==> config.mk <==
export PLATFORM = sky130hd
export DESIGN_NAME = mapper_top
export DESIGN_NICKNAME = d
export VERILOG_FILES = /design/src/logic/mapper_pkg.sv /design/src/logic/region_decoder.sv /design/src/logic/mapper_regs.sv /design/src/logic/sound_mailbox.sv /design/src/logic/vblank_irq.sv /design/src/logic/bus_grant.sv /design/src/logic/mapper_top.sv
export SDC_FILE = /design/constraint.sdc
export NUM_CORES = 1
export LEC_CHECK = 0
export BUFFER_PORTS_ARGS = -buffer_cell sky130_fd_sc_hd__buf_2
export CAP_MARGIN = 0
export CORE_UTILIZATION = 50
export CTS_BUF_LIST = sky130_fd_sc_hd__clkbuf_16
export DETAILED_ROUTE_END_ITERATION = 8
export HOLD_SLACK_MARGIN = 0.03
export PLACE_DENSITY = 0.68
export SYNTH_ARGS = -nofsm -noshare
export SYNTH_HDL_FRONTEND = slang
export SYNTH_HIERARCHICAL = 1
export SYNTH_SLANG_ARGS = --single-unit
==> constraint.sdc <==
create_clock -name clk -period 8.4 [get_ports clk]
set_clock_uncertainty 0.05 [all_clocks]
set_input_delay 0 -clock clk [delete_from_list [all_inputs] [get_ports clk]]
set_output_delay 0 -clock clk [all_outputs]
set_load 0.005 [all_outputs]
==> src/logic/mapper_pkg.sv <==
//**********************************************************************
// Memory mapper shared definitions
//**********************************************************************
`default_nettype none

package mapper_pkg;

    // bank geometry
    localparam int num_windows = 8;
    localparam int num_regs    = 32;

    // register map
    // byte 3 goes out to the sound CPU
    localparam int mailbox_reg  = 3;
    // window i: size at 16+2i, base at 17+2i
    localparam int win_base_reg = 16;

    // low two bits of a size register
    typedef enum logic [1:0] {
        size_64k  = 2'd0,
        size_128k = 2'd1,
        size_512k = 2'd2,
        size_2m   = 2'd3
    } win_size_t;

    // one window, 10 bits
    typedef struct packed {
        win_size_t  size;
        logic [7:0] base;
    } win_entry_t;

    // all windows, 80 bits, entry 0 in the low bits
    typedef win_entry_t [num_windows-1:0] win_cfg_t;

    // 68000 bus takeover for MCU DMA
    typedef enum logic [1:0] {
        gs_idle     = 2'd0,
        gs_request  = 2'd1,
        gs_wait_bus = 2'd2,
        gs_own      = 2'd3
    } grant_state_t;

endpackage

`default_nettype wire

==> src/logic/region_decoder.sv <==
//**********************************************************************
// Address window decoder
//**********************************************************************
`timescale 1ns/100ps
`default_nettype none

module region_decoder (
    input  wire [23:1]              addr,
    input  wire mapper_pkg::win_cfg_t win_cfg,
    output logic [7:0]              active,
    output logic                    reg_hit
);

    // raw per-window match, before priority
    logic [7:0] match;

    always_comb begin
        match = '0;
        for (int i = 0; i < mapper_pkg::num_windows; i++) begin
            // larger windows compare fewer upper bits
            case (win_cfg[i].size)
                mapper_pkg::size_64k:
                    match[i] = addr[23:16] == win_cfg[i].base;
                mapper_pkg::size_128k:
                    match[i] = addr[23:17] == win_cfg[i].base[7:1];
                mapper_pkg::size_512k:
                    match[i] = addr[23:19] == win_cfg[i].base[7:3];
                mapper_pkg::size_2m:
                    match[i] = addr[23:21] == win_cfg[i].base[7:5];
                default:
                    match[i] = 1'b0;
            endcase
        end
    end

    // keep the lowest set bit only
    // lower window numbers win on overlap
    assign active = match & (~match + 8'd1);

    // nothing matched, address falls in mapper register space
    assign reg_hit = ~|active;

endmodule

`default_nettype wire

==> src/logic/mapper_regs.sv <==
//**********************************************************************
// Mapper register bank
//**********************************************************************
`timescale 1ns/100ps
`default_nettype none

module mapper_regs (
    input  wire                       clk,
    input  wire                       rst,
    input  wire                       reg_hit,
    input  wire  [4:0]                addr_lo,
    input  wire  [7:0]                cpu_data,
    input  wire                       cpu_wr_n,
    input  wire  [4:0]                mcu_addr,
    input  wire  [7:0]                mcu_data,
    input  wire                       mcu_wr,
    output mapper_pkg::win_cfg_t      win_cfg,
    output logic [7:0]                mcu_din,
    output logic                      mbox_load,
    output logic [7:0]                mbox_data
);

    logic [7:0] regs [mapper_pkg::num_regs];

    // arbiter, CPU owns the bank only when no window is hit
    logic       wr_en;
    logic [4:0] wr_addr;
    logic [7:0] wr_data;

    assign wr_en   = reg_hit ? ~cpu_wr_n : mcu_wr;
    assign wr_addr = reg_hit ? addr_lo   : mcu_addr;
    assign wr_data = reg_hit ? cpu_data  : mcu_data;

    always_ff @(posedge clk or posedge rst) begin
        if (rst) begin
            for (int i = 0; i < mapper_pkg::num_regs; i++) begin
                regs[i] <= 8'd0;
            end
            mbox_load <= 1'b0;
        end else begin
            if (wr_en) begin
                regs[wr_addr] <= wr_data;
            end
            // strobe lines up with the new mailbox byte
            mbox_load <= wr_en && (wr_addr == 5'(mapper_pkg::mailbox_reg));
        end
    end

    assign mbox_data = regs[mapper_pkg::mailbox_reg];

    // MCU may read any register, no arbitration on reads
    assign mcu_din = regs[mcu_addr];

    // pack size/base pairs for the decoder
    always_comb begin
        for (int i = 0; i < mapper_pkg::num_windows; i++) begin
            win_cfg[i].size = mapper_pkg::win_size_t'(regs[mapper_pkg::win_base_reg + 2*i][1:0]);
            win_cfg[i].base = regs[mapper_pkg::win_base_reg + 2*i + 1];
        end
    end

    // a load strobe hands over the byte that the accepted write just stored
    assert property (@(posedge clk) disable iff (rst)
        mbox_load |-> $past(wr_en) && mbox_data == $past(wr_data))
    else $error("mapper_regs: mbox_load without a matching mailbox write");

endmodule

`default_nettype wire

==> src/logic/sound_mailbox.sv <==
//**********************************************************************
// Sound CPU mailbox
//**********************************************************************
`timescale 1ns/100ps
`default_nettype none

module sound_mailbox (
    input  wire        clk,
    input  wire        rst,
    input  wire        mbox_load,
    input  wire  [7:0] mbox_data,
    input  wire        snd_rd,
    output logic [7:0] snd_dout,
    output logic       snd_full
);

    // single credit, held by the writer while the buffer is empty
    logic credit;

    assign credit = ~snd_full;

    // load takes the credit, sound read gives it back
    // load wins when both land together
    always_ff @(posedge clk or posedge rst) begin
        if (rst) begin
            snd_full <= 1'b0;
        end else if (mbox_load) begin
            snd_full <= 1'b1;
        end else if (snd_rd) begin
            snd_full <= 1'b0;
        end
    end

    always_ff @(posedge clk) begin
        if (mbox_load) begin
            snd_dout <= mbox_data;
        end
    end

    // advisory only, the chip overwrites an unread byte
    assert property (@(posedge clk) disable iff (rst) mbox_load |-> credit)
    else $warning("sound_mailbox: load without credit, unread byte lost");

endmodule

`default_nettype wire

==> src/logic/vblank_irq.sv <==
//**********************************************************************
// VBLANK interrupt
//**********************************************************************
`timescale 1ns/100ps
`default_nettype none

module vblank_irq (
    input  wire       clk,
    input  wire       rst,
    input  wire       vint,
    input  wire [2:0] cpu_fc,
    input  wire       cpu_as_n,
    output logic      irq_n
);

    logic last_vint;
    logic vint_rise;
    logic int_ack;

    // edge detect on vblank
    assign vint_rise = vint & ~last_vint;

    // 68000 int ack cycle: FC all ones with AS asserted
    assign int_ack = (cpu_fc == 3'd7) & ~cpu_as_n;

    always_ff @(posedge clk or posedge rst) begin
        if (rst) begin
            last_vint <= 1'b0;
            irq_n     <= 1'b1;
        end else begin
            last_vint <= vint;
            // ack has priority over a new edge
            if (int_ack) begin
                irq_n <= 1'b1;
            end else if (vint_rise) begin
                irq_n <= 1'b0;
            end
        end
    end

endmodule

`default_nettype wire

==> src/logic/bus_grant.sv <==
//**********************************************************************
// 68000 bus grant sequencer
//**********************************************************************
`timescale 1ns/100ps
`default_nettype none

module bus_grant (
    input  wire  clk,
    input  wire  rst,
    input  wire  cpu_cen,
    input  wire  dma_req,
    input  wire  cpu_bg_n,
    input  wire  cpu_as_n,
    input  wire  cpu_dtack_n,
    output logic cpu_br_n,
    output logic cpu_bgack_n,
    output logic dma_grant
);

    mapper_pkg::grant_state_t state;
    mapper_pkg::grant_state_t next_state;

    always_comb begin
        next_state = state;
        case (state)
            mapper_pkg::gs_idle:
                if (dma_req) next_state = mapper_pkg::gs_request;
            mapper_pkg::gs_request:
                // wait for the CPU to grant
                if (!dma_req) next_state = mapper_pkg::gs_idle;
                else if (!cpu_bg_n) next_state = mapper_pkg::gs_wait_bus;
            mapper_pkg::gs_wait_bus:
                // current bus cycle must finish first
                if (!dma_req) next_state = mapper_pkg::gs_idle;
                else if (cpu_as_n && cpu_dtack_n) next_state = mapper_pkg::gs_own;
            mapper_pkg::gs_own:
                if (!dma_req) next_state = mapper_pkg::gs_idle;
            default:
                next_state = mapper_pkg::gs_idle;
        endcase
    end

    // outputs registered from the next state so they move with it
    always_ff @(posedge clk or posedge rst) begin
        if (rst) begin
            state       <= mapper_pkg::gs_idle;
            cpu_br_n    <= 1'b1;
            cpu_bgack_n <= 1'b1;
            dma_grant   <= 1'b0;
        end else if (cpu_cen) begin
            state       <= next_state;
            cpu_br_n    <= !(next_state == mapper_pkg::gs_request ||
                             next_state == mapper_pkg::gs_wait_bus);
            cpu_bgack_n <= next_state != mapper_pkg::gs_own;
            dma_grant   <= next_state == mapper_pkg::gs_own;
        end
    end

    // BGACK taken only while BR is out and the last CPU bus cycle has ended
    assert property (@(posedge clk) disable iff (rst)
        $fell(cpu_bgack_n) |-> $past(!cpu_br_n && cpu_as_n && cpu_dtack_n))
    else $error("bus_grant: bgack taken before the bus was free, state %s", state.name());

endmodule

`default_nettype wire

==> src/logic/mapper_top.sv <==
//**********************************************************************
// Memory mapper top level
//**********************************************************************
`timescale 1ns/100ps
`default_nettype none

module mapper_top (
    input  wire         clk,
    input  wire         rst,
    input  wire         cpu_cen,
    input  wire         vint,
    // 68000 side
    input  wire  [23:1] addr,
    input  wire  [15:0] cpu_dout,
    input  wire         cpu_wr_n,
    input  wire  [2:0]  cpu_fc,
    input  wire         cpu_as_n,
    input  wire         cpu_dtack_n,
    input  wire         cpu_bg_n,
    output wire  [7:0]  active,
    output wire         cpu_br_n,
    output wire         cpu_bgack_n,
    output wire         irq_n,
    // protection MCU
    input  wire  [15:0] mcu_addr,
    input  wire  [7:0]  mcu_dout,
    input  wire         mcu_wr,
    input  wire         dma_req,
    output wire  [7:0]  mcu_din,
    output wire         dma_grant,
    // sound CPU
    input  wire         snd_rd,
    output wire  [7:0]  snd_dout,
    output wire         snd_full
);

    wire mapper_pkg::win_cfg_t win_cfg;
    wire                       reg_hit;
    wire                       mbox_load;
    wire [7:0]                 mbox_data;

    region_decoder u_decoder (
        .addr    (addr),
        .win_cfg (win_cfg),
        .active  (active),
        .reg_hit (reg_hit)
    );

    // register bank sees only the low byte lane and 32 addresses
    mapper_regs u_regs (
        .clk       (clk),
        .rst       (rst),
        .reg_hit   (reg_hit),
        .addr_lo   (addr[5:1]),
        .cpu_data  (cpu_dout[7:0]),
        .cpu_wr_n  (cpu_wr_n),
        .mcu_addr  (mcu_addr[4:0]),
        .mcu_data  (mcu_dout),
        .mcu_wr    (mcu_wr),
        .win_cfg   (win_cfg),
        .mcu_din   (mcu_din),
        .mbox_load (mbox_load),
        .mbox_data (mbox_data)
    );

    sound_mailbox u_mailbox (
        .clk       (clk),
        .rst       (rst),
        .mbox_load (mbox_load),
        .mbox_data (mbox_data),
        .snd_rd    (snd_rd),
        .snd_dout  (snd_dout),
        .snd_full  (snd_full)
    );

    vblank_irq u_irq (
        .clk      (clk),
        .rst      (rst),
        .vint     (vint),
        .cpu_fc   (cpu_fc),
        .cpu_as_n (cpu_as_n),
        .irq_n    (irq_n)
    );

    bus_grant u_grant (
        .clk         (clk),
        .rst         (rst),
        .cpu_cen     (cpu_cen),
        .dma_req     (dma_req),
        .cpu_bg_n    (cpu_bg_n),
        .cpu_as_n    (cpu_as_n),
        .cpu_dtack_n (cpu_dtack_n),
        .cpu_br_n    (cpu_br_n),
        .cpu_bgack_n (cpu_bgack_n),
        .dma_grant   (dma_grant)
    );

endmodule

`default_nettype wire

==> metrics.txt <==
outcome=finished, violations left; violations in the final reports=DRC; core area=0.0282 mm^2; clock group share of total power=0.259; buffer count from post-CTS setup fixing=0; maximum level of the CTS H-tree=1; data arrival time of the critical path=4.39 ns; vias per cell=6.03; final hold violation count=0; Setup Viol. Count Final=0; register bit count reported by yosys=273; total count of max-transition violations in the final report=0; site row count=61; Post-Syn Instances=1008; synthesis warning total=6; combinational share of power=0.330; final WL=33.3 mm; type of the worst setup path=flip-flop to flip-flop; effective utilization at floorplan=0.515; fraction of the yosys area taken by sequential cells=0.474; transition time at the pin with the least slew margin=1.02 ns; initial antenna violation count=0; vias in the first global route=8356; Final #Nets=1055; internal cell power=3970 uW; sum of internal, switching and leakage power=5760 uW; cell count after placement=1310; TritonCTS clock tree=built; fraction of synthesis flops using an asynchronous set or reset pin=0.971; fraction of post-synthesis cell area in the top cell type by area=0.452; max-cap violation count=0; switching power=1790 uW; global-route wire length before repair=51.8 mm; shortest period the worst path allows=4.01 ns; post-layout instance count excluding filler cells=1376; post-DR wirelength/cell=24.2 um; area growth from synthesis to layout=8.37%; nets in the synthesized netlist=1087; number of distinct library cell variants in the gate-level netlist after synthesis=45; critical path capture point type=flip-flop; crit path max fanout=28; average cell area after synthesis=14.4 um^2; Clk Latency, worst-skew pair=0.54 ns; global-route usage over all layers=0.236; leading register cell type out of synthesis=dfrtp_1; proportion of power drawn by flip-flops and latches=0.411; pin count of the biggest net entering global routing=140; number of inserted diodes=0; port bufs=76; Highest Clock Rate=249 MHz; cell accounting for the most synthesized area=dfrtp_1; number of buffers created by CTS=29; Fillers=2281; clock root buffer=clkbuf_16; sinks on the clock net=273; total negative setup slack=0 ns; switching power share of the total=0.310; height of the die=172 um; crit path launch type=flip-flop; setup repair after global routing missed its margin=false; cell types occupying the most area after synthesis=dfrtp_1, mux2_2, mux4_2; worst hold-check path type=primary input to flip-flop; total power density per cell area=367 mW/mm^2; Post-synth EDFFs=8; share of post-route cells with drive strength above 1=0.514; Clock Path Buffers=3; Die ar.=0.0297 mm^2; Clock Pin Slew Worst Setup and Hold Paths=0.06 ns; horizontal die dimension=172 um; gr ovfl total=0; footprint of the flip-flops and latches=0.00688 mm^2; CP Data Required Time=8.78 ns; worst slew slack as a fraction of its limit=0.318; # resized after CTS=0; Lkg Pwr=0.00696 uW; DRC violation count after routing=17; number of vias after detailed routing=8298; count of routing violations after the opening detailed-route iteration=914; area used by multi-input combinational logic=0.00640 mm^2; routability-driven placement congestion ratio=0.794; number of nets with antenna violations after detailed routing=0; largest voltage drop on the vdd net=0.224 mV; First-pass DRT Iterations=9; mapped cell area=0.0145 mm^2; HPWL reported at the end of detailed placement=21.1 mm; Top Ports=106; final cycle utilization of the critical path=0.478
## final timing paths
path,from,slack (ns),endpoint,depth (start not counted)
max in group asynchronous,rst,6.13,u_regs/win_cfg[55],5
setup / recovery,u_regs/win_cfg[23],4.39,u_regs/regs[246],10
setup reg to reg,u_regs/win_cfg[23],4.39,u_regs/regs[246],10
min in group asynchronous,rst,0.14,u_regs/mbox_data[6],3
hold reg to reg,u_mailbox/snd_full,0.42,u_mailbox/snd_full,1
hold / removal,vint,0.07,u_irq/last_vint,2
## flip-flops by register name, summed over array words and instances, names as in the netlist
signal / cells
u_regs/win_cfg: 80
u_grant/dma_grant: 1
u_mailbox/snd_full: 1
u_grant/cpu_br_n: 1
u_regs/regs: 168
u_regs/mbox_data: 8
u_grant/state: 2
u_irq/last_vint: 1
u_regs/mbox_load: 1
u_grant/cpu_bgack_n: 1
u_mailbox/snd_dout: 8
u_irq/irq_n: 1
## per-layer routing
layer  global-route usage  wire length [um]  vias to the layer above
li1                     -                 -                     3592
met1                0.351             15800                     4436
met2                0.366             15200                      225
met3               0.0371              1640                       45
met4               0.0519               675                        0
met5                    0                 0                        -
## metrics by stage
stage | area, um^2 | utilization | setup slack, ns | hold WS (ns)
2_1_floorplan | 14500 | - | 1.28 | -0.321
3_3_place_gp | 14500 | 0.514 | 4.46 | -0.141
3_5_place_dp | 14500 | 0.514 | 4.45 | -0.141
4_1_cts | 15700 | 0.558 | 4.45 | 0.0486
5_1_grt | 15700 | 0.558 | 4.20 | 0.0838
6_report | 15700 | 0.558 | 4.39 | 0.0682
## layout make-up
class	instances	area share
sequential	273	0.437
timing repair buffer	126	0.0503
clock inverter	24	0.0251
inverter	14	0.00382
multi-input combinational	532	0.407
tap	378	0.0301
clock buffer	29	0.0462
## cells in the mapped netlist, types with 4 or more instances
master / instances
or3b_1: 8
o41ai_1: 4
dfrtp_1: 262
o211ai_1: 7
nor2_1: 5
buf_2: 45
a211oi_1: 5
mux2_1: 12
nor3_1: 9
buf_1: 4
a222oi_1: 32
o211a_1: 4
mux4_2: 80
inv_1: 14
xnor2_1: 15
buf_4: 91
buf_6: 10
nand3b_1: 9
xor2_1: 48
clkbuf_1: 39
edfxtp_1: 8
mux2_2: 261
## power groups by stage
stage	clock [uW]	combinational, uW	sequential (uW)
final	1490	1900	2370
after floorplan	0	1780	2230
after CTS	1520	1900	2360
after global placement	0	1840	2350
after global routing	1580	2040	2450
after detailed placement	0	1880	2380
## placed cells by master (no fill, tap or decap), types with 3 or more instances in the layout
cell type,count
nor3_1,8
inv_1,17
xor2_1,48
nand3b_1,9
or3b_1,8
o211a_1,4
bufinv_16,11
dfrtp_1,262
mux2_1,12
a222oi_1,32
mux4_2,80
clkinv_2,5
edfxtp_1,8
a41o_1,3
mux2_2,261
o41ai_1,4
nand2_1,3
dlygate4sd3_1,13
buf_4,38
a211oi_1,5
o211ai_1,7
dfstp_2,3
nor2_1,5
xnor2_1,15
a21oi_1,3
clkbuf_16,29
buf_2,75
## cell families after synthesis
family / share of synthesized area
AO/OA/AOI/OAI: 0.0415
flip-flops: 0.474
AND/OR/NAND/NOR: 0.0226
XOR/XNOR: 0.0392
buffers and inverters: 0.0851
adder cells (fa/ha/maj): 0.00172
multiplexers: 0.336
## critical path, stage by stage (launching register included)
cell      delay [ns]
dfrtp_1         0.40
xor2_1          0.22
a211oi_1        0.08
o211ai_1        0.46
nand4_2         0.34
nor3_2          0.25
buf_4           0.36
or3b_1          0.64
a222oi_1        0.48
buf_4           0.26
mux2_2          0.35
## what timing repair did
| action | 4_1_cts | 5_1_grt |
|---|---|---|
| hold buffers | 13 | 0 |
| hold endpoints to repair | 154 | 0 |
| setup endpoints to repair | 0 | 0 |
Note: power is estimated with default switching activity, not from simulation.
